<file path="src/include/l2_defines.svh">
// Cache geometry, address widths and operation code values.
`ifndef L2_DEFINES_SVH
`define L2_DEFINES_SVH

// Line geometry.
`define L2_LINE_BYTES 16
`define L2_LINE_BITS 128

// Set-associative organization.
`define L2_WAYS 4
`define L2_WAY_BITS 2
`define L2_SETS 16
`define L2_SET_BITS 4

// Line address is tag above set index.
`define L2_TAG_BITS 8
`define L2_ADDR_BITS 12

// Hardware strands that may hold a reservation.
`define L2_STRANDS 4
`define L2_STRAND_BITS 2

// Operation codes.
`define L2_OP_LOAD 3'd0
`define L2_OP_STORE 3'd1
`define L2_OP_LOAD_SYNC 3'd2
`define L2_OP_STORE_SYNC 3'd3
`define L2_OP_FILL 3'd4

`endif

</file>
<file path="src/hw/l2_pkg.sv">
// Operation enumeration and line-address union shared by the cache stages.
`include "l2_defines.svh"

package l2_pkg;

	// Request operation.
	typedef enum logic [2:0]
	{
		OP_LOAD = `L2_OP_LOAD,
		OP_STORE = `L2_OP_STORE,
		OP_LOAD_SYNC = `L2_OP_LOAD_SYNC,
		OP_STORE_SYNC = `L2_OP_STORE_SYNC,
		OP_FILL = `L2_OP_FILL
	} l2_op_e;

	// Line address, either as one word or split into tag and set.
	typedef union packed
	{
		logic [`L2_ADDR_BITS-1:0] line;
		struct packed
		{
			logic [`L2_TAG_BITS-1:0] tag;
			logic [`L2_SET_BITS-1:0] set;
		} f;
	} l2_addr_u;

endpackage

</file>
<file path="src/hw/l2_tag_lookup.sv">
// Decode stage with tag array, hit detection, round-robin fill way and reservations.
`include "l2_defines.svh"

module l2_tag_lookup (
	input  logic                        clk,
	input  logic                        rst_n,
	input  logic                        req_valid,
	input  l2_pkg::l2_op_e              req_op,
	input  logic [`L2_STRAND_BITS-1:0]  req_strand,
	input  l2_pkg::l2_addr_u            req_addr,
	input  logic [`L2_LINE_BITS-1:0]    req_data,
	input  logic [`L2_LINE_BYTES-1:0]   req_mask,
	output logic                        dc_valid,
	output l2_pkg::l2_op_e              dc_op,
	output logic [`L2_STRAND_BITS-1:0]  dc_strand,
	output l2_pkg::l2_addr_u            dc_addr,
	output logic [`L2_LINE_BITS-1:0]    dc_data,
	output logic [`L2_LINE_BYTES-1:0]   dc_mask,
	output logic                        dc_hit,
	output logic [`L2_WAY_BITS-1:0]     dc_way,
	output logic                        dc_sync_ok,
	output logic                        rd_en,
	output logic [`L2_SET_BITS-1:0]     rd_set,
	output logic [`L2_WAY_BITS-1:0]     rd_way
);
	import l2_pkg::*;

	logic [`L2_TAG_BITS-1:0] tag_q [`L2_SETS][`L2_WAYS];
	logic [`L2_WAYS-1:0] valid_q [`L2_SETS];
	logic [`L2_WAY_BITS-1:0] rr_q [`L2_SETS];
	logic [`L2_ADDR_BITS-1:0] res_line_q [`L2_STRANDS];
	logic [`L2_STRANDS-1:0] res_valid_q;

	logic [`L2_SET_BITS-1:0] set_idx;
	logic [`L2_WAYS-1:0] hit_vec;
	logic [`L2_WAY_BITS-1:0] hit_way;
	logic hit;
	logic is_fill;
	logic fill_req;
	logic sync_ok;
	logic line_written;
	logic res_set;

	assign set_idx = req_addr.f.set;
	assign is_fill = (req_op == OP_FILL);
	assign fill_req = req_valid && is_fill;

	// Compare the full line address against every way of the set.
	always_comb
	begin
		hit_vec = '0;
		hit_way = '0;
		for (int w = 0; w < `L2_WAYS; w++)
		begin
			hit_vec[w] = valid_q[set_idx][w] &&
				({tag_q[set_idx][w], set_idx} == req_addr.line);
			if (hit_vec[w])
				hit_way = w[`L2_WAY_BITS-1:0];
		end
	end

	assign hit = |hit_vec;

	// Reservation held by this strand on this exact line.
	assign sync_ok = res_valid_q[req_strand] && (res_line_q[req_strand] == req_addr.line);

	// Anything that changes the line drops every reservation on it.
	assign line_written = req_valid && (is_fill ||
		(hit && (req_op == OP_STORE || (req_op == OP_STORE_SYNC && sync_ok))));
	assign res_set = req_valid && hit && (req_op == OP_LOAD_SYNC);

	// Fills take their data from the request, so only hits read the array.
	assign rd_en = req_valid && hit && !is_fill;
	assign rd_set = set_idx;
	assign rd_way = hit_way;

	always_ff @(posedge clk or negedge rst_n)
	begin
		if (!rst_n)
		begin
			for (int s = 0; s < `L2_SETS; s++)
			begin
				valid_q[s] <= '0;
				rr_q[s] <= '0;
			end
			res_valid_q <= '0;
			dc_valid <= 1'b0;
		end
		else
		begin
			dc_valid <= req_valid;
			if (fill_req)
			begin
				valid_q[set_idx][rr_q[set_idx]] <= 1'b1;
				rr_q[set_idx] <= rr_q[set_idx] + {{(`L2_WAY_BITS-1){1'b0}}, 1'b1};
			end
			for (int t = 0; t < `L2_STRANDS; t++)
			begin
				if (line_written && res_line_q[t] == req_addr.line)
					res_valid_q[t] <= 1'b0;
			end
			if (res_set)
				res_valid_q[req_strand] <= 1'b1;
		end
	end

	// Tags, reservation addresses and the stage payload.
	always_ff @(posedge clk)
	begin
		if (fill_req)
			tag_q[set_idx][rr_q[set_idx]] <= req_addr.f.tag;
		if (res_set)
			res_line_q[req_strand] <= req_addr.line;
		dc_op <= req_op;
		dc_strand <= req_strand;
		dc_addr <= req_addr;
		dc_data <= req_data;
		dc_mask <= req_mask;
		dc_hit <= hit || is_fill;
		dc_way <= is_fill ? rr_q[set_idx] : hit_way;
		dc_sync_ok <= sync_ok;
	end

	// A line is never resident in two ways of a set.
	a_single_way_hit: assert property (@(posedge clk) disable iff (!rst_n)
		req_valid |-> $onehot0(hit_vec));

endmodule

</file>
<file path="config.mk">
export PLATFORM = sky130hd
export DESIGN_NAME = l2_tag_lookup
export DESIGN_NICKNAME = d
export VERILOG_FILES = /design/src/hw/l2_pkg.sv /design/src/hw/l2_tag_lookup.sv
export VERILOG_INCLUDE_DIRS = /design/src /design/src/include
export SDC_FILE = /design/constraint.sdc
export NUM_CORES = 1
export LEC_CHECK = 0
export BUFFER_PORTS_ARGS = -buffer_cell sky130_fd_sc_hd__buf_2
export CORE_UTILIZATION = 58
export CTS_CLUSTER_DIAMETER = 80
export CTS_CLUSTER_SIZE = 20
export DETAILED_ROUTE_END_ITERATION = 8
export PLACE_DENSITY = 0.79
export SLEW_MARGIN = 5
export SYNTH_ARGS = -nofsm -noshare
export SYNTH_HDL_FRONTEND = slang
export SYNTH_SLANG_ARGS = --single-unit
</file>
<file path="constraint.sdc">
create_clock -name clk -period 3.79 [get_ports clk]
set_clock_uncertainty 0.15 [all_clocks]
set_input_delay 0.379 -clock clk [delete_from_list [all_inputs] [get_ports clk]]
set_output_delay 0.379 -clock clk [all_outputs]
set_load 0.05 [all_outputs]
</file>
==> impl_results.md <==
* Outcome: completed
* GRT Total Usage at 29.4%
* Clock-pin slew on the worst setup and hold paths at 0.08 ns
* Commonest non-fill, non-tap cell in the layout: edfxtp_1
* FP Rows at 84
* Critical path endpoint category: primary output
* Number of buffers added on ports at 336
* Asr flop ratio synth at 12.2%
* Mux cell area share after synthesis at 14.1%
* Most frequent cells in the layout: 560 x edfxtp_1, 329 x buf_2, 165 x dfxtp_1, 152 x dlygate4sd3_1, 126 x mux4_2
* Worst path arrival time at 3.18 ns
* Largest net degree at the start of global routing at 79
* Crit path required time at 3.26 ns
* Chip width at 233 µm
* Share of layout cells above drive strength 1 at 33.8%
* Ys flop type: edfxtp_1
* Power Total at 16800 µW
* Number of global-route vias before repair at 18.4k
* Grt total ovfl at 0
* PwrDens at 454 mW/mm²
* Final max-slew violation count at 0
* Critical path peak fanout at 3
* Compound-Gate Fraction of Synth Area at 2.43%
* Initial DRC count at 1536
* Maxcap violations at 0
* First-pass GRT wire length at 116000 µm
* Via/cell ratio at 5.94
* Pre-Repair DR Iteration Count at 5
* Library cells used by synthesis at 65
* Routed len/inst at 26.3 µm
* Final Hold Fails at 0
* Post-synthesis sequential area ratio at 73.2%
* Cells after Synth at 1682
* Crit path kind: reg2out
* Post-Synthesis Cell Area at 0.0309 mm²
* Largest family of logic cells by synthesized area: multiplexers
* Routed WL at 78400 µm
* Period utilisation layout at 97.9%
* Htree depth at 2
* Min Clock Period, post-route at 3.71 ns
* Post-route antenna net violation count at 0
* Die area at 0.0543 mm²
* Layout area overhead at 19.5%
* Detail Placement HPWL at 51000 µm
* Yosys warnings at 0
* GPL Wtd Cong at 0.928
* Initial Util at 58.8%
* Max frequency at 270 MHz
* Num Clock Sinks at 826
* Worst min-delay path class: in2reg
* Nets at 2419
* Number of remaining DRC errors at 0
* Mapped Avg Cell Area at 18.4 µm²
* Clock buffer depth at 3
* CP peak stage delay at 0.56 ns
* Vias at 17.7k
* CP Launch Type: flip-flop
* Leakage dissipation at 0.0142 µW
* Worst vdd ir at 0.000497 V
* Setup TNS at 0 ns
* FF+latch count, synth at 826
* CTS tree: yes
* CP Cell Sequence: mux4_2 > mux2i_2 > mux2i_1 > xnor2_1 > o211ai_1 > or4_4 > nand4_4 > and3_4 > buf_6
* Synth Area in Adders at 0.162%
* Slew @ Worst Pin at 0.918 ns
* Post-synth EDFFs at 560
* Slew margin rel. at 38.8%
* Syn_nets at 1850
* Slowest-stage cell, CP: or4_4
* CTS root buf: clkbuf_16
* Num CTS Buffers at 47
* Core Region at 0.0527 mm²
* Xor and xnor fraction of the mapped netlist area at 2.89%
* Boundary pin count at 337
* Clk_lat worst skew at 0.62 ns
* Initial antenna violation count at 8
* # setup viols final at 0
* Unrepaired setup endpoints after global routing: true
* Simple-Gate Fraction of Synth Area at 5.20%
* Die Height at 233 µm
-- timing repair --
item,in CTS,in global routing
pin swaps,1,2
setup endpoints to repair,2,3
resized for setup,4,7
gates cloned,0,0
endpoints found under the hold margin,211,0
buffers inserted,1,0
hold buffers,152,0
-- sequential cells by signal, indices dropped and copies added (netlist names), 2 cells and up --
name	flops
dc_addr	12
dc_data	128
dc_mask	16
dc_op	3
dc_strand	2
dc_way	2
res_line_q	48
res_valid_q	4
rr_q	32
tag_q	512
valid_q	64
-- worst paths after layout --
path | start | end | slack [ns] | cells past startpoint
worst min register to register | valid_q[17] | valid_q[17] | 0.32 | 1
min in group asynchronous | rst_n | valid_q[51] | 0.25 | 2
worst max register to register | tag_q[11][20] | res_line_q[3][1] | 0.56 | 10
max in group asynchronous | rst_n | valid_q[37] | 2.30 | 3
worst min-delay path | req_strand[0] | dc_strand[0] | 0.03 | 1
worst max-delay path | tag_q[11][20] | rd_en | 0.08 | 9
-- critical path: cells and delay by family (launching register included) --
kind,cells,cell delay (ns)
buf+inv,1,0.15
xor+xnor,1,0.18
flops,1,0.40
compound gates,1,0.11
simple gates,3,0.87
mux,3,0.86
-- synth_stat cells (2+ instances only) --
master,number,area share (%)
edfxtp_1,560,54
a22oi_1,10,0.24
xnor2_1,41,1.2
dfxtp_1,165,11
mux2_2,45,1.6
nand2b_1,9,0.18
a32o_1,2,0.065
nor4_1,13,0.26
o21ai_1,4,0.065
a221oi_1,13,0.37
mux4_2,126,9.2
o211ai_1,3,0.073
mux2i_1,98,3.2
buf_4,9,0.22
a21oi_1,23,0.37
a31o_2,2,0.057
and3_1,6,0.12
o2bb2ai_1,2,0.057
clkinv_1,2,0.024
nor2b_1,5,0.10
nor2_1,43,0.52
o31ai_1,3,0.073
mux2_1,2,0.073
inv_1,7,0.085
nor3_1,20,0.32
and2_1,67,1.4
buf_6,18,0.66
a22o_1,3,0.085
nor3b_1,2,0.049
dfrtp_1,101,8.2
or2_2,64,1.3
nand3_1,8,0.13
o21ai_0,3,0.049
buf_8,6,0.29
o22ai_1,20,0.40
a32oi_1,6,0.17
clkbuf_1,18,0.22
a31oi_1,4,0.081
xor2_1,61,1.7
nand4_1,8,0.16
buf_2,23,0.37
nand2_1,27,0.33
buf_1,5,0.061
ha_1,4,0.16
-- cell type report --
class	instances	area [µm²]
flip-flops and latches	826	22600
fillers	3237	15700
multi-input cells	765	7720
repair buffers	601	4300
clock buffers	82	1310
well taps	688	861
clock inverters	6	92.6
inverters	10	37.5
diodes	6	15.0
-- kinds of logic (layout without fill, tap and decap cells) --
group	after synthesis	after routing
AO/OA/AOI/OAI	106	106
XOR/XNOR	102	102
adder cells (fa/ha/maj)	4	4
buffers and inverters	91	699
flip-flops	826	826
multiplexers	272	272
other	0	6
AND/OR/NAND/NOR	281	281
-- stage by stage --
stage,util [%],cell area [µm²],setup slack [ns],hold WS [ns],cells
after floorplan,-,31000,-0.138,-0.0666,1682
after global placement,64.6,34000,-0.0529,0.295,2737
after detailed placement,64.6,34000,-0.157,0.298,2737
after CTS,70.2,36900,0.0175,0.0167,2978
after global routing,70.2,37000,-0.0672,0.0421,2983
final,70.2,37000,0.0799,0.0307,2984
-- metal layers --
layer,wire [µm],vias up,track usage (%)
li1,-,7580,-
met1,29700,9053,39.4
met5,0,-,0
met2,38900,946,48.4
met3,6890,150,5.36
met4,2850,0,11.2
-- where the power goes --
group,switching [µW],internal (µW),total (µW),leakage [µW]
combinational,1010,623,1640,0.00574
sequential,67.9,9770,9830,0.00779
clock,2820,2510,5320,0.000667
(Power assumes the default switching activity.)
