$ cat src/include/l2_defines.svh
// Cache geometry, address widths and operation code values.
`ifndef L2_DEFINES_SVH
`define L2_DEFINES_SVH

// Line geometry.
`define L2_LINE_BYTES 16
`define L2_LINE_BITS 128

// Set-associative organization.
`define L2_WAYS 4
`define L2_WAY_BITS 2
`define L2_SETS 16
`define L2_SET_BITS 4

// Line address is tag above set index.
`define L2_TAG_BITS 8
`define L2_ADDR_BITS 12

// Hardware strands that may hold a reservation.
`define L2_STRANDS 4
`define L2_STRAND_BITS 2

// Operation codes.
`define L2_OP_LOAD 3'd0
`define L2_OP_STORE 3'd1
`define L2_OP_LOAD_SYNC 3'd2
`define L2_OP_STORE_SYNC 3'd3
`define L2_OP_FILL 3'd4

`endif

$ cat src/hw/l2_pkg.sv
// Operation enumeration and line-address union shared by the cache stages.
`include "l2_defines.svh"

package l2_pkg;

	// Request operation.
	typedef enum logic [2:0]
	{
		OP_LOAD = `L2_OP_LOAD,
		OP_STORE = `L2_OP_STORE,
		OP_LOAD_SYNC = `L2_OP_LOAD_SYNC,
		OP_STORE_SYNC = `L2_OP_STORE_SYNC,
		OP_FILL = `L2_OP_FILL
	} l2_op_e;

	// Line address, either as one word or split into tag and set.
	typedef union packed
	{
		logic [`L2_ADDR_BITS-1:0] line;
		struct packed
		{
			logic [`L2_TAG_BITS-1:0] tag;
			logic [`L2_SET_BITS-1:0] set;
		} f;
	} l2_addr_u;

endpackage

$ cat src/hw/l2_response.sv
// Result stage that registers the response strobe, line and flags.
`include "l2_defines.svh"

module l2_response (
	input  logic                        clk,
	input  logic                        rst_n,
	input  logic                        ex_valid,
	input  logic [`L2_STRAND_BITS-1:0]  ex_strand,
	input  l2_pkg::l2_op_e              ex_op,
	input  logic                        ex_hit,
	input  logic [`L2_LINE_BITS-1:0]    ex_line,
	input  logic                        ex_sync_ok,
	output logic                        resp_valid,
	output logic [`L2_STRAND_BITS-1:0]  resp_strand,
	output l2_pkg::l2_op_e              resp_op,
	output logic                        resp_hit,
	output logic [`L2_LINE_BITS-1:0]    resp_data,
	output logic                        resp_sync_ok
);
	import l2_pkg::*;

	always_ff @(posedge clk or negedge rst_n)
	begin
		if (!rst_n)
			resp_valid <= 1'b0;
		else
			resp_valid <= ex_valid;
	end

	always_ff @(posedge clk)
	begin
		resp_strand <= ex_strand;
		resp_op <= ex_op;
		resp_hit <= ex_hit;
		// A miss carries no data.
		resp_data <= ex_hit ? ex_line : '0;
		resp_sync_ok <= (ex_op == OP_STORE_SYNC) && ex_sync_ok;
	end

	// Pipeline is empty when reset lifts.
	a_quiet_after_reset: assert property (@(posedge clk)
		$rose(rst_n) |-> !resp_valid ##1 !resp_valid);

endmodule

$ cat config.mk
export PLATFORM = sky130hd
export DESIGN_NAME = l2_response
export DESIGN_NICKNAME = d
export VERILOG_FILES = /design/src/hw/l2_pkg.sv /design/src/hw/l2_response.sv
export VERILOG_INCLUDE_DIRS = /design/src /design/src/include
export SDC_FILE = /design/constraint.sdc
export NUM_CORES = 1
export LEC_CHECK = 0
export BUFFER_PORTS_ARGS = -buffer_cell sky130_fd_sc_hd__buf_2
export CORE_AREA = 2 2 107 109
export DETAILED_ROUTE_END_ITERATION = 10
export DIE_AREA = 0 0 109 111
export MAX_ROUTING_LAYER = met4
export PLACE_DENSITY_LB_ADDON = 0.08
export SYNTH_ARGS = -nofsm -noshare
export SYNTH_HDL_FRONTEND = slang
export SYNTH_SLANG_ARGS = --single-unit
$ cat constraint.sdc
create_clock -name clk -period 0.8 [get_ports clk]
set_input_delay 0 -clock clk [delete_from_list [all_inputs] [get_ports clk]]
set_output_delay 0 -clock clk [all_outputs]
set_load 0.02 [all_outputs]
==> flow_summary.yaml, run 1 <==
floorplanning:
  die_h_um: 111
  die_area_um2: 12100
  coreArea_um2: 11080
  die_w_um: 109
  rows: 39
  ios: 274
  start_util_pct: 33.64
global_routing:
  grt_pass1_wl_mm: 18.70
  grt_pass1_vias: 3845
  overflow: 0
  antenna_found_initial: 0
  grt_max_degree: 67
  track_usage_pct: 21.40
placed_design:
  placed_area_um2: 5157
  dp_hpwl_mm: 6.704
  port_buffers: 273
  place.gp.congestion: 0.7336
sta:
  fin_crit_sh_pct: 112.9
  max_freq_mhz: 1107
  maxSlewViolCount: 0
  worstMarginPinSlew_ns: 0.2009
  setup_tns_ns: -5.427
  hold_viol: 0
  hold_slack_ns: 0.2457
  fin_crit_ns: 0.9032
  finalSetupViolations: 147
  fin_ws_ns: -0.1032
  relSlewSlack_pct: 86.61
  rsz0062_at_grt: "true"
cells_and_area:
  ff_latch_area_um2: 2897
  final_cell_mix: "dlygate4sd3_1 (138), buf_2 (136), buf_6 (136)"
  postLayoutCellArea_um2: 8229
  fin_nets: 836
  area_delta_synth_final_pct: 120.9
  final_core_utilization_pct: 74.29
  diodes: 0
  fillers: 715
  drive_gt1_share_pct: 65.68
  layout_commonest_cell: "dlygate4sd3_1"
  multi_input_area_um2: 844.6
routing:
  drtIter0Drc: 91
  routedWlPerCell_um: 14.78
  ant_nets: 0
  wl_mm: 12.62
  drc_errors: 0
  dr.pass1.iters: 4
  via_per_inst: 4.033
  vias: 3444
outcome:
  violations: "setup timing"
  outcome: "finished with violations"
critical_path:
  critPathTopFamily: "flip-flops"
  worstSetupEndpointType: "output pin"
  crit_buf_inv: 1
  cp_data_required_time_ns: 0.80
  path_class: "reg -> out"
  worst_path_largest_cell_delay_ns: 0.37
  cp-start-kind: "flop"
  crit_arrival_ns: 0.90
  crit_fanout: 1
  slowest_stage: "dfrtp_1"
  crit_chain: "buf_6"
worst_hold_path:
  hp-class: "in -> reg"
power:
  p_leak_nw: 3.828
  p_total_w: 0.01822
  peakVddDrop_mv: 1.500
  powerDensity_nw_per_um2: 2214
yosys:
  yosysUniqueCellTypes: 7
  yosysWarnings: 0
  syn-cell-area_um2: 3726
  ys_ff_latch: 136
  synthTopCellsByArea: "dfxtp_1 (73%), and2_1 (17%), and2_2 (5.4%)"
  synth_seq_area_share_pct: 73.20
  syn_area_per_cell_um2: 13.36
  synthCells: 279
  synth_top_cell_area_share_pct: 72.53
  yosysTopAreaCell: "dfxtp_1"
  syn_nets: 417
clock_network:
  htreeDepth: 4
  cts_root_buf: "clkbuf_16"
  cts_buffers: 17
  path_clk_slew_ns: 0.05
  cts_tree: "yes"
  clock-sinks: 136
  clockBufferDepth: 2
job:
  drv_cap: 0
cells by family (layout without fill, tap and decap cells):
family / count (synthesis) / in the layout / share of synthesized area [%]
buf+inv: 14 / 446 / 4.130
flops: 136 / 136 / 73.20
simple gates: 129 / 129 / 22.67
metrics by stage:
stage               worst slack, ns  cells
finish                      -0.1032    854
floorplan                    0.2665    279
global route                -0.1417    854
global placement             0.1597    683
detailed placement           0.1517    683
CTS                         -0.1273    853
sequential cells by signal, summed over array words and instances (netlist names):
name	flops
resp_valid	1
resp_strand	2
resp_data	128
resp_sync_ok	1
resp_op	3
resp_hit	1
per-layer routing:
metal | global-route usage (%) | wire length, um | up-vias
li1 | - | - | 1679
met1 | 19.80 | 4473 | 1549
met2 | 39.01 | 6743 | 188
met3 | 7.584 | 1077 | 28
met4 | 8.803 | 323 | 0
met5 | - | 0 | -
power breakdown:
part	switching (W)	total (W)	internal, W	leakage [nW]
Combinational	0.000981	0.00251	0.00153	2.34
Clock	0.00268	0.00831	0.00563	0.313
Sequential	0.000178	0.00740	0.00722	1.17
Total	0.00384	0.0182	0.0144	3.83
layout make-up:
| type | count | area share, % |
|---|---|---|
| clock inverters | 7 | 1.672 |
| well taps | 143 | 2.174 |
| clock buffers | 25 | 6.143 |
| multi-input cells | 129 | 10.26 |
| flip-flops and latches | 136 | 35.20 |
| repair buffers | 414 | 44.55 |
timing repair:
| item | in CTS | in global routing |
|---|---|---|
| gates resized for setup | 403 | 6 |
| endpoints found under the hold margin | 137 | 0 |
| setup endpoints to repair | 136 | 138 |
| gates cloned | 0 | 1 |
| hold buffers | 138 | 0 |
| setup buffers | 0 | 0 |
final timing paths:
path	startpoint	end	slack, ns	depth (start not counted)
min in group asynchronous	rst_n	resp_valid$_DFF_PN0_	0.47	3
worst min-delay path	ex_strand[0]	resp_strand[0]$_DFF_P_	0.25	2
max in group asynchronous	rst_n	resp_valid$_DFF_PN0_	0.23	3
worst max-delay path	resp_valid$_DFF_PN0_	resp_valid	-0.10	1
synth_stat cells:
cell type and instances:
buf_6 13, and2_2 27, and2_1 101, clkbuf_4 1, dfrtp_1 1, and4b_1 1
dfxtp_1 135
Power figures use the tool's default switching activity.
==> run 2: changes to the inputs <==
--- a/config.mk
+++ b/config.mk
@@ -7,11 +7,12 @@
 export NUM_CORES = 1
 export LEC_CHECK = 0
 export BUFFER_PORTS_ARGS = -buffer_cell sky130_fd_sc_hd__buf_2
-export CORE_AREA = 2 2 107 109
+export CORE_AREA = 2 2 108 110
+export CTS_BUF_LIST = sky130_fd_sc_hd__clkbuf_8
 export DETAILED_ROUTE_END_ITERATION = 10
-export DIE_AREA = 0 0 109 111
+export DIE_AREA = 0 0 110 112
 export MAX_ROUTING_LAYER = met4
-export PLACE_DENSITY_LB_ADDON = 0.08
+export PLACE_DENSITY = 0.77
 export SYNTH_ARGS = -nofsm -noshare
 export SYNTH_HDL_FRONTEND = slang
 export SYNTH_SLANG_ARGS = --single-unit
==> run 2 against run 1 <==
The flow still finishes with violations (setup timing). Non-clock buffer count stayed put. Clock power down 31%. Sequential power about the same. Die area increased by 1.8%. Critical path depth stayed put. Combinational power about the same. Critical endpoint unchanged. Largest power group is now registers. Highest routed layer unchanged.
==> flow_summary.yaml, run 2 (same netlist as run 1, synthesis figures left out) <==
placed_design:
  placedCellCount: 683
  port_buffers: 273
  dp_hpwl_mm: 6.674
  place.gp.congestion: 0.7340
critical_path:
  slowest_stage: "dfrtp_1"
  path_depth: 1
  worstSetupEndpointType: "output pin"
  cp-endpoint: "resp_valid"
  path_class: "reg -> out"
  cp-start-kind: "flop"
  crit_buf_inv: 1
  crit_arrival_ns: 0.94
  critPathTopFamily: "flip-flops"
  crit_chain: "buf_6"
  crit_fanout: 1
  crit_start: "resp_valid$_DFF_PN0_"
  worst_path_largest_cell_delay_ns: 0.38
  cp_data_required_time_ns: 0.80
sta:
  rsz0062_at_grt: "true"
  hold_viol: 0
  worstMarginPinSlew_ns: 0.2043
  max_freq_mhz: 1063
  finalSetupViolations: 136
  fin_ws_ns: -0.1407
  relSlewSlack_pct: 86.38
  fin_crit_sh_pct: 117.6
  maxSlewViolCount: 0
  fin_crit_ns: 0.9407
cells_and_area:
  ff_latch_area_um2: 2897
  drive_gt1_share_pct: 65.77
  largest_reg_flops: 128
  fillers: 652
  area_delta_synth_final_pct: 114.5
  layoutNonFillerInstCount: 853
  multi_input_area_um2: 844.6
  fin_nets: 836
  diodes: 0
  top_regs: "resp_data (128), resp_op (3), resp_strand (2)"
  top_register: "resp_data"
  final_core_utilization_pct: 71.51
  final_cell_mix: "dlygate4sd3_1 (138), buf_2 (136), buf_6 (136)"
  layout_commonest_cell: "dlygate4sd3_1"
floorplanning:
  coreArea_um2: 11170
  ios: 274
  die_w_um: 110
  start_util_pct: 33.34
  rows: 39
  die_h_um: 112
  die_area_um2: 12320
global_routing:
  antenna_found_initial: 0
  track_usage_pct: 22.46
  grt_use_met1_pct: 19.93
  grt_busiest_layer: "met2"
  use_met2_pct: 40.78
  grt_pass1_wl_mm: 19.54
  grt_use_met3_pct: 6.967
  overflow: 0
  grt_pass1_vias: 3979
  grt_max_degree: 67
worst_hold_path:
  min_from: "ex_valid"
  hp-class: "in -> reg"
power:
  p_comb_share_pct: 16.2
  powerDensity_nw_per_um2: 1960
  p_switching_w: 0.003660
  clockPowerShare_pct: 36.6
  swShare_pct: 23.36
  pwr-share-seq_pct: 47.2
  peakVddDrop_mv: 1.415
  p_int_w: 0.01200
  p_leak_nw: 3.731
clock_network:
  path_clk_slew_ns: 0.07
  clockBufferDepth: 2
  post-cts-setup-buffers: 0
  cts_buffers: 17
  htreeDepth: 4
  cts_root_buf: "clkbuf_8"
  clock-sinks: 136
  cts_tree: "yes"
outcome:
  violations: "setup timing"
  outcome: "finished with violations"
routing:
  drc_errors: 0
  ant_nets: 0
  drtIter0Drc: 101
  via_per_inst: 4.145
  dr.pass1.iters: 4
  vias: 3536
  routedWlPerCell_um: 15.85
  wl_mm: 13.52
job:
  drv_cap: 0
[run 2: cell count changes in the layout (fill, tap and decap cells not counted), sizes merged]
cell,previous run,this run
inv,0,2
clkinv,2,5
clkbuf,26,21
bufinv,4,3
[run 2: worst min-delay path by stage]
stage,endpoint,cells after the start,slack (ns)
final,resp_valid$_DFF_PN0_,2,0.20
after global routing,resp_valid$_DFF_PN0_,2,0.18
after CTS,resp_strand[1]$_DFF_P_,2,0.17
after detailed placement,resp_valid$_DFF_PN0_,1,-0.22
after global placement,resp_valid$_DFF_PN0_,1,-0.23
after floorplan,resp_valid$_DFF_PN0_,0,-0.30
[run 2: per-layer routing]
| metal | vias up | part of all wire [%] |
|---|---|---|
| li1 | 1677 | - |
| met1 | 1629 | 33 |
| met2 | 183 | 55 |
| met3 | 47 | 7.8 |
| met4 | 0 | 4.3 |
| met5 | - | 0 |
[run 2: repair_timing]
| item | in CTS | in global routing |
|---|---|---|
| cloned | 0 | 1 |
| resized for setup | 406 | 3 |
| hold buffers | 138 | 0 |
| endpoints found under the setup margin | 136 | 137 |
| hold endpoints to repair | 137 | 0 |
[run 2: metrics by stage]
stage	TNS (ns)	hold WS (ns)	setup slack, ns	power [W]	area [um^2]
detailed placement	0	-0.2241	0.1648	0.008867	5157
floorplan	0	-0.2956	0.2665	0.008182	3726
finish	-10.30	0.2045	-0.1407	0.01566	7991
global placement	0	-0.2257	0.1735	0.008825	5157
global route	-15.70	0.1815	-0.1874	0.01629	7991
CTS	-14.42	0.1654	-0.1690	0.01564	7963
[run 2: cell type report]
class,instances,area share [%]
clock inverter,11,1.628
sequential,136,36.25
multi-input combinational,129,10.57
clock buffer,20,3.444
tap,143,2.239
timing repair buffer,414,45.87
[run 2: power by group through the flow]
stage          logic [W]  registers [W]  clock network [W]
3_5_place_dp     0.00149        0.00737                  0
5_1_grt          0.00268        0.00742            0.00620
4_1_cts          0.00244        0.00738            0.00582
2_1_floorplan   0.000333        0.00785                  0
3_3_place_gp     0.00147        0.00736                  0
6_report         0.00254        0.00739            0.00573
