## config.mk

```make
export PLATFORM = sky130hd
export DESIGN_NAME = l2_write_merge
export DESIGN_NICKNAME = d
export VERILOG_FILES = /design/src/hw/l2_pkg.sv /design/src/hw/l2_write_merge.sv
export VERILOG_INCLUDE_DIRS = /design/src /design/src/include
export SDC_FILE = /design/constraint.sdc
export NUM_CORES = 1
export LEC_CHECK = 0
export ABC_CLOCK_PERIOD_IN_PS = 4400
export BUFFER_PORTS_ARGS = -buffer_cell sky130_fd_sc_hd__buf_2
export CORE_AREA = 2 2 221 223
export CTS_BUF_LIST = sky130_fd_sc_hd__clkbuf_2
export CTS_CLUSTER_SIZE = 20
export DETAILED_ROUTE_END_ITERATION = 16
export DIE_AREA = 0 0 223 225
export GPL_ROUTABILITY_DRIVEN = 0
export MAX_ROUTING_LAYER = met4
export SYNTH_ARGS = -nofsm -noshare
export SYNTH_HDL_FRONTEND = slang
export SYNTH_SLANG_ARGS = --single-unit
```

## constraint.sdc

```tcl
create_clock -name clk -period 4.4 [get_ports clk]
set_input_delay 0.66 -clock clk [delete_from_list [all_inputs] [get_ports clk]]
set_output_delay 0.66 -clock clk [all_outputs]
set_load 0.01 [all_outputs]
```

## src/include/l2_defines.svh

```systemverilog
// Cache geometry, address widths and operation code values.
`ifndef L2_DEFINES_SVH
`define L2_DEFINES_SVH

// Line geometry.
`define L2_LINE_BYTES 16
`define L2_LINE_BITS 128

// Set-associative organization.
`define L2_WAYS 4
`define L2_WAY_BITS 2
`define L2_SETS 16
`define L2_SET_BITS 4

// Line address is tag above set index.
`define L2_TAG_BITS 8
`define L2_ADDR_BITS 12

// Hardware strands that may hold a reservation.
`define L2_STRANDS 4
`define L2_STRAND_BITS 2

// Operation codes.
`define L2_OP_LOAD 3'd0
`define L2_OP_STORE 3'd1
`define L2_OP_LOAD_SYNC 3'd2
`define L2_OP_STORE_SYNC 3'd3
`define L2_OP_FILL 3'd4

`endif

```

## src/hw/l2_pkg.sv

```systemverilog
// Operation enumeration and line-address union shared by the cache stages.
`include "l2_defines.svh"

package l2_pkg;

	// Request operation.
	typedef enum logic [2:0]
	{
		OP_LOAD = `L2_OP_LOAD,
		OP_STORE = `L2_OP_STORE,
		OP_LOAD_SYNC = `L2_OP_LOAD_SYNC,
		OP_STORE_SYNC = `L2_OP_STORE_SYNC,
		OP_FILL = `L2_OP_FILL
	} l2_op_e;

	// Line address, either as one word or split into tag and set.
	typedef union packed
	{
		logic [`L2_ADDR_BITS-1:0] line;
		struct packed
		{
			logic [`L2_TAG_BITS-1:0] tag;
			logic [`L2_SET_BITS-1:0] set;
		} f;
	} l2_addr_u;

endpackage

```

## src/hw/l2_write_merge.sv

```systemverilog
// Execute stage with byte-mask merge, old-data select and data-array update decision.
`include "l2_defines.svh"

module l2_write_merge (
	input  logic                        clk,
	input  logic                        rst_n,
	input  logic                        dc_valid,
	input  l2_pkg::l2_op_e              dc_op,
	input  logic [`L2_STRAND_BITS-1:0]  dc_strand,
	input  l2_pkg::l2_addr_u            dc_addr,
	input  logic [`L2_LINE_BITS-1:0]    dc_data,
	input  logic [`L2_LINE_BYTES-1:0]   dc_mask,
	input  logic                        dc_hit,
	input  logic [`L2_WAY_BITS-1:0]     dc_way,
	input  logic                        dc_sync_ok,
	input  logic [`L2_LINE_BITS-1:0]    rd_line,
	output logic                        wr_en,
	output logic [`L2_SET_BITS-1:0]     wr_set,
	output logic [`L2_WAY_BITS-1:0]     wr_way,
	output logic [`L2_LINE_BITS-1:0]    wr_line,
	output logic                        ex_valid,
	output logic [`L2_STRAND_BITS-1:0]  ex_strand,
	output l2_pkg::l2_op_e              ex_op,
	output logic                        ex_hit,
	output logic [`L2_LINE_BITS-1:0]    ex_line,
	output logic                        ex_sync_ok
);
	import l2_pkg::*;

	logic [`L2_LINE_BITS-1:0] old_line;
	logic [`L2_LINE_BITS-1:0] merged_line;
	logic is_store;

	// A fill brings its own line, everything else sees the array.
	assign old_line = (dc_op == OP_FILL) ? dc_data : rd_line;
	assign is_store = (dc_op == OP_STORE) || (dc_op == OP_STORE_SYNC);

	// Store bytes replace old bytes where the mask is set.
	always_comb
	begin
		for (int b = 0; b < `L2_LINE_BYTES; b++)
		begin
			if (dc_mask[b])
				merged_line[b*8 +: 8] = dc_data[b*8 +: 8];
			else
				merged_line[b*8 +: 8] = old_line[b*8 +: 8];
		end
	end

	always_comb
	begin
		wr_en = 1'b0;
		wr_line = merged_line;
		if (dc_valid)
		begin
			case (dc_op)
				// The fill line passes through the merge unchanged.
				OP_FILL:
					wr_en = 1'b1;
				OP_STORE:
					wr_en = dc_hit;
				// Only if no one touched the line since the synchronized load.
				OP_STORE_SYNC:
					wr_en = dc_hit && dc_sync_ok;
				default:
					wr_en = 1'b0;
			endcase
		end
	end

	assign wr_set = dc_addr.f.set;
	assign wr_way = dc_way;

	always_ff @(posedge clk or negedge rst_n)
	begin
		if (!rst_n)
			ex_valid <= 1'b0;
		else
			ex_valid <= dc_valid;
	end

	always_ff @(posedge clk)
	begin
		ex_strand <= dc_strand;
		ex_op <= dc_op;
		ex_hit <= dc_hit;
		ex_sync_ok <= dc_sync_ok && dc_hit;
		// Stores report the line as it looks afterwards.
		ex_line <= is_store ? merged_line : old_line;
	end

	// Every write belongs to a live request and carries a fully defined line.
	a_write_has_request: assert property (@(posedge clk) disable iff (!rst_n)
		wr_en |-> dc_valid && !$isunknown({wr_set, wr_way, wr_line}));

endmodule

```

==> results.py, run 1 <==
metrics = {
    "clock_network": {
        "cts.sinks": 136,
        "numCtsBuffers": 17,
        "clk_path_buf_depth": 2,
        "cts_tree": "yes",
        "cts_setup_buffers": 0,
        "cts_root_buf": "clkbuf_2",
        "cts_htree_levels": 4,
        "clkTransAtPathRegs_ns": 0.21,
    },
    "hold_path": {
        "min_to": "ex_op[0]$_DFF_P_",
        "hp-class": "primary input to flop",
        "hold_depth": 2,
        "worstHoldStart": "dc_op[0]",
    },
    "sta": {
        "max-slew-margin-rel_pct": 46.7,
        "grt_setup_unrepaired": "no",
        "worst_hold_slack_ns": 0.256,
        "period_minus_slack_ns": 3.64,
        "fin_crit_sh_pct": 82.7,
        "setup_viol_count_final": 0,
        "fmaxAchievable_mhz": 275,
        "tightest_slew_ns": 0.800,
        "hold_violations": 0,
        "tns_ns": 0,
        "drv_slew": 0,
        "setup_ws_ns": 0.760,
    },
    "routing": {
        "dr_total_vias": 8677,
        "vias_per_cell": 4.17,
        "wire_per_inst_um": 17.8,
        "drtIter0Drc": 381,
        "wl_mm": 37.0,
        "first_pass_iters": 5,
        "drc": 0,
        "antenna_left": 0,
    },
    "finish": {
        "areaGrowthSynthToFinish_pct": 93.4,
        "drive_gt1_share_pct": 58.2,
        "regArea_sq_um": 2730,
        "multiInputGateArea_sq_um": 3930,
        "final_cell_area_sq_um": 13400,
        "nets": 1738,
        "nFillCells": 4919,
    },
    "floorplan": {
        "start_util_pct": 14.6,
        "io_pins": 567,
        "die_area_sq_um": 50200,
        "rows": 80,
        "dieWidth_um": 223,
        "core_area_sq_um": 47500,
        "die_h_um": 225,
    },
    "logic_synthesis": {
        "synthArstFlopShare_pct": 0.735,
        "synth.distinct_cells": 27,
        "synth_nets": 920,
        "synth_top_flop_cell": "dfxtp_1",
        "synth.most_common_cell": "mux2_2",
        "synth_top_cell_by_area": "dfxtp_1",
        "ys_seq_elements": 136,
        "syn_area_sq_um": 6940,
        "ys_seq_area_share_pct": 39.3,
        "yosysTopAreaCellShare_pct": 39.0,
        "yosysWarnings": 0,
        "avgSynthCellArea_sq_um": 11.1,
        "synth_common_cells": "225 x mux2_2, 135 x dfxtp_1, 47 x nor3_1, 31 x o22ai_1, 21 x buf_4",
        "synth_edf_count": 0,
        "synthTopCellsByArea": "dfxtp_1 39%, mux2_2 37%, nor3_1 3.4%, o22ai_1 2.8%, buf_4 2.3%",
        "syn_inst": 624,
    },
    "power": {
        "p_leak_nw": 6.03,
        "powerDensity_nw_per_um2": 252,
        "ir_worst_vdd_v": 0.000137,
    },
    "grt": {
        "gr-total-overflow": 0,
        "grt_max_degree": 56,
        "grt_pass1_vias": 9190,
        "antenna_found_initial": 5,
        "grt_usage_pct": 14.7,
        "grt_pass1_wl_mm": 52.8,
    },
    "placement": {
        "dpl_cell_area_sq_um": 10300,
        "hpwl_mm": 26.1,
        "port_buffers": 546,
        "dp_slack_ns": 1.31,
    },
    "job": {
        "maxCapViolations": 0,
    },
    "critical_path": {
        "path_common_cell": "buf_2",
        "worstPathMaxFanout": 18,
        "end_kind": "output pin",
        "worst-path-buf-inv": 4,
        "path_cells": "dlygate4sd3_1, buf_2, nor3b_4, buf_12, nor2_2, mux2_2, buf_2",
        "cpPeakStageDelay_ns": 0.67,
        "crit_required_ns": 3.74,
        "cp.arrival_ns": 2.98,
        "crit_type": "primary input to output pin",
        "slowest_stage": "nor3b_4",
        "crit_start": "dc_op[1]",
        "path_delay_family": "buffers and inverters",
        "cp-start-kind": "primary input",
    },
    "status": {
        "status": "finished, final reports clean",
    },
}
layer usage:
metal / part of all wire (%) / global-route usage [%]
met4: 4.5 / 8.44
met2: 50 / 25.1
met5: 0 / -
met3: 6.5 / 4.02
met1: 39 / 15.2
area by class of cell:
type,instances,area share [%]
clock inverter,13,0.792
antenna,9,0.168
timing repair buffer,850,42.9
sequential,136,20.3
multi-input combinational,436,29.3
clock buffer,19,0.709
tap,615,5.73
inverter,1,0.0280
power breakdown:
group	switching, mW	total (mW)	internal [mW]
logic	0.563	1.26	0.694
registers	0.0300	1.38	1.35
clock network	0.543	0.748	0.205
cell families after synthesis:
logic type | count (synthesis) | share of synthesized area [%]
compound gates | 108 | 10.9
buf+inv | 52 | 4.18
flops | 136 | 39.3
mux | 225 | 36.5
simple gates | 103 | 9.13
state kept, by name (all words and copies together) (netlist names):
| signal | cells |
|---|---|
| ex_hit | 1 |
| ex_valid | 1 |
| ex_line | 128 |
| ex_strand | 2 |
| ex_op | 3 |
| ex_sync_ok | 1 |
through the flow:
stage	std cells	util (%)	total power [mW]
2_1_floorplan	624	-	1.89
3_3_place_gp	1745	21.6	2.36
3_5_place_dp	1745	21.6	2.37
4_1_cts	2070	28.2	3.42
5_1_grt	2075	28.2	3.56
6_report	2079	28.2	3.38
how the worst max path moves through the flow:
stage	to	slack (ns)	depth (start not counted)
floorplan	wr_line[16]	2.05	5
global placement	wr_line[36]	1.29	6
detailed placement	wr_line[39]	1.31	6
CTS	wr_line[39]	0.73	7
global route	wr_line[36]	0.69	7
finish	wr_line[36]	0.76	7
cell usage in the layout, fill, tap and decap left out, drive strengths merged:
master and instances:
buf 557, dlygate4sd3 293, mux2 225, dfxtp 135
nor3 47, o22ai 31, clkbuf 19, nor2b 18
nor2 16, o21a 16, a211oi 16, or3b 15
o21ai 15, a221oi 15, a21o 14, diode 9
clkinv 9, nand2b 3, clkinvlp 2, inv 2
nor3b 1, and2 1, or2 1, and2b 1
a31oi 1, bufinv 1, dfrtp 1
repair_timing:
action | in CTS | in global routing
hold buffers | 293 | 0
hold endpoints to repair | 135 | 0
endpoints found under the setup margin | 0 | 0
gates resized for setup | 0 | 0
(Power assumes the default switching activity.)
==> run 2: changes to the inputs <==
--- a/config.mk
+++ b/config.mk
@@ -6,13 +6,14 @@
 export SDC_FILE = /design/constraint.sdc
 export NUM_CORES = 1
 export LEC_CHECK = 0
-export ABC_CLOCK_PERIOD_IN_PS = 4400
+export ABC_AREA = 1
+export ABC_CLOCK_PERIOD_IN_PS = 3730
 export BUFFER_PORTS_ARGS = -buffer_cell sky130_fd_sc_hd__buf_2
-export CORE_AREA = 2 2 221 223
+export CORE_AREA = 2 2 222 224
 export CTS_BUF_LIST = sky130_fd_sc_hd__clkbuf_2
 export CTS_CLUSTER_SIZE = 20
 export DETAILED_ROUTE_END_ITERATION = 16
-export DIE_AREA = 0 0 223 225
+export DIE_AREA = 0 0 224 226
 export GPL_ROUTABILITY_DRIVEN = 0
 export MAX_ROUTING_LAYER = met4
 export SYNTH_ARGS = -nofsm -noshare
==> constraint.sdc (replaced) <==
create_clock -name clk -period 3.73 [get_ports clk]
set_input_delay 0.5595 -clock clk [delete_from_list [all_inputs] [get_ports clk]]
set_output_delay 0.5595 -clock clk [all_outputs]
set_load 0.01 [all_outputs]
==> results.py, run 2 <==
metrics = {
    "power": {
        "power_mw": 4.39,
        "ir_worst_vdd_v": 0.000108,
        "p_leak_nw": 8.35,
        "powerDensity_nw_per_um2": 273,
    },
    "finish": {
        "areaGrowthSynthToFinish_pct": 81.3,
        "final_cells": 2921,
        "nets": 2580,
        "largest_reg_flops": 128,
        "utilization_pct": 33.3,
        "top_regs": "ex_line: 128 flops, ex_op: 3 flops, ex_strand: 2 flops",
        "top_register": "ex_line",
        "layout_common_cells": "545 x buf_2, 513 x nand2_1, 394 x dlygate4sd3_1, 384 x nand3_1, 135 x dfxtp_1",
        "nFillCells": 5151,
        "drive_gt1_share_pct": 31.2,
        "layout_commonest_cell": "buf_2",
    },
    "critical_path": {
        "worstPathMaxFanout": 128,
        "cp.arrival_ns": 2.74,
        "path_delay_family": "buffers and inverters",
        "cp-start-kind": "primary input",
        "slowest_stage": "dlygate4sd3_1",
        "cpPeakStageDelay_ns": 0.54,
        "crit_type": "primary input to output pin",
        "crit_required_ns": 3.17,
        "path_cells": "dlygate4sd3_1, buf_2, nor2_4, buf_12, nand3_1, nand3_1, and2_1, buf_2",
        "worst-path-buf-inv": 4,
        "end_kind": "output pin",
    },
    "logic_synthesis": {
        "ys_seq_elements": 136,
        "synth_common_cells": "514 x nand2_1, 384 x nand3_1, 135 x dfxtp_1, 128 x and2_1, 128 x or2_2",
        "synth_top_cell_by_area": "dfxtp_1",
        "yosysWarnings": 0,
        "synth_edf_count": 0,
        "syn_area_sq_um": 8880,
        "synth.distinct_cells": 17,
        "synth.most_common_cell": "nand2_1",
        "synth_top_flop_cell": "dfxtp_1",
        "syn_inst": 1406,
        "synthTopCellsByArea": "dfxtp_1 30%, nand2_1 22%, nand3_1 22%, and2_1 9.0%, or2_2 9.0%",
        "avgSynthCellArea_sq_um": 6.31,
        "yosysTopAreaCellShare_pct": 30.4,
        "synthArstFlopShare_pct": 0.735,
        "ys_seq_area_share_pct": 30.7,
        "synth_nets": 1702,
    },
    "clock_network": {
        "cts_resized": 0,
        "numCtsBuffers": 17,
        "cts_root_buf": "clkbuf_2",
        "clkTransAtPathRegs_ns": 0.20,
        "cts_tree": "yes",
        "clk_path_buf_depth": 2,
        "cts_htree_levels": 4,
        "hold_buffers": 394,
        "cts_setup_buffers": 0,
        "cts.sinks": 136,
    },
    "floorplan": {
        "die_area_sq_um": 50600,
        "die_h_um": 226,
        "io_pins": 567,
        "rows": 81,
        "start_util_pct": 18.4,
        "dieWidth_um": 224,
        "core_area_sq_um": 48300,
    },
    "sta": {
        "setup_ws_ns": 0.430,
        "hold_violations": 0,
        "tightest_slew_ns": 0.877,
        "period_minus_slack_ns": 3.30,
        "grt_setup_unrepaired": "no",
        "setup_viol_count_final": 0,
        "tns_ns": 0,
        "fmaxAchievable_mhz": 303,
        "fin_crit_sh_pct": 88.5,
        "max-slew-margin-rel_pct": 41.5,
        "drv_slew": 0,
    },
    "placement": {
        "port_buffers": 546,
        "hpwl_mm": 27.3,
        "dp_slack_ns": 0.990,
        "post-place-cells": 2493,
    },
    "routing": {
        "antenna_left": 0,
        "drc": 0,
        "first_pass_iters": 7,
        "wl_mm": 42.0,
        "vias_per_cell": 4.47,
        "dr_total_vias": 13000,
        "wire_per_inst_um": 14.4,
        "drtIter0Drc": 596,
    },
    "grt": {
        "antenna_found_initial": 2,
        "gr-total-overflow": 0,
        "grt_pass1_wl_mm": 63.1,
        "grt_max_degree": 129,
        "grt_usage_pct": 16.4,
        "grt_pass1_vias": 12600,
    },
    "status": {
        "status": "finished, final reports clean",
    },
    "job": {
        "maxCapViolations": 0,
    },
    "hold_path": {
        "hp-class": "primary input to flop",
    },
}
==> run 2: cell types whose count changed after synthesis, moves of 31 or more <==
cell / delta
and2_1: +127
o22ai_1: -31
nor3_1: -47
nand3_1: +384
or2_2: +127
buf_2: +32
nand2_1: +514
mux2_2: -225
==> run 2: metal layers <==
layer  global-route usage, %  up-vias  wire length [um]
li1                        -     6313                 -
met1                    17.8     6023             16600
met2                    27.4      588             20400
met3                    4.28      122              3220
met4                    8.95        0              1750
met5                       -        -                 0
==> run 2: area by class of cell <==
class,instances,area [sq um],share of cell area [%]
tap,622,778,4.84
sequential,136,2730,16.9
clock inverter,11,109,0.676
antenna,4,10.0,0.0622
multi-input combinational,1158,5500,34.2
timing repair buffer,951,6800,42.2
clock buffer,19,95.1,0.591
inverter,20,77.6,0.482
==> run 2: cell families (layout without fill, tap and decap cells) <==
logic type,Yosys count,after routing,synth area share (%)
AO/OA/AOI/OAI,2,2,0.169
buffers and inverters,112,1001,7.48
flip-flops,136,136,30.7
other,0,4,0
AND/OR/NAND/NOR,1156,1156,61.6
==> run 2: report_power, final <==
| group | leakage [nW] | internal (mW) | switching [mW] |
|---|---|---|---|
| clock | 0.124 | 0.295 | 0.659 |
| combinational | 7.07 | 0.928 | 0.871 |
| sequential | 1.15 | 1.60 | 0.0359 |
==> run 2: final timing paths <==
kind	startpoint	to	slack (ns)	cells past startpoint
worst max-delay path	dc_op[1]	wr_line[67]	0.43	8
worst min-delay path	dc_op[2]	ex_op[2]$_DFF_P_	0.20	2
max in group asynchronous	rst_n	ex_valid$_DFF_PN0_	3.26	3
min in group asynchronous	rst_n	ex_valid$_DFF_PN0_	0.37	3
==> run 2: through the flow <==
step / instance area, sq um / hold slack (ns)
floorplan: 8880 / 0.264
global placement: 11900 / 0.336
detailed placement: 11900 / 0.335
CTS: 16100 / 0.00250
global route: 16100 / 0.0776
finish: 16100 / 0.204
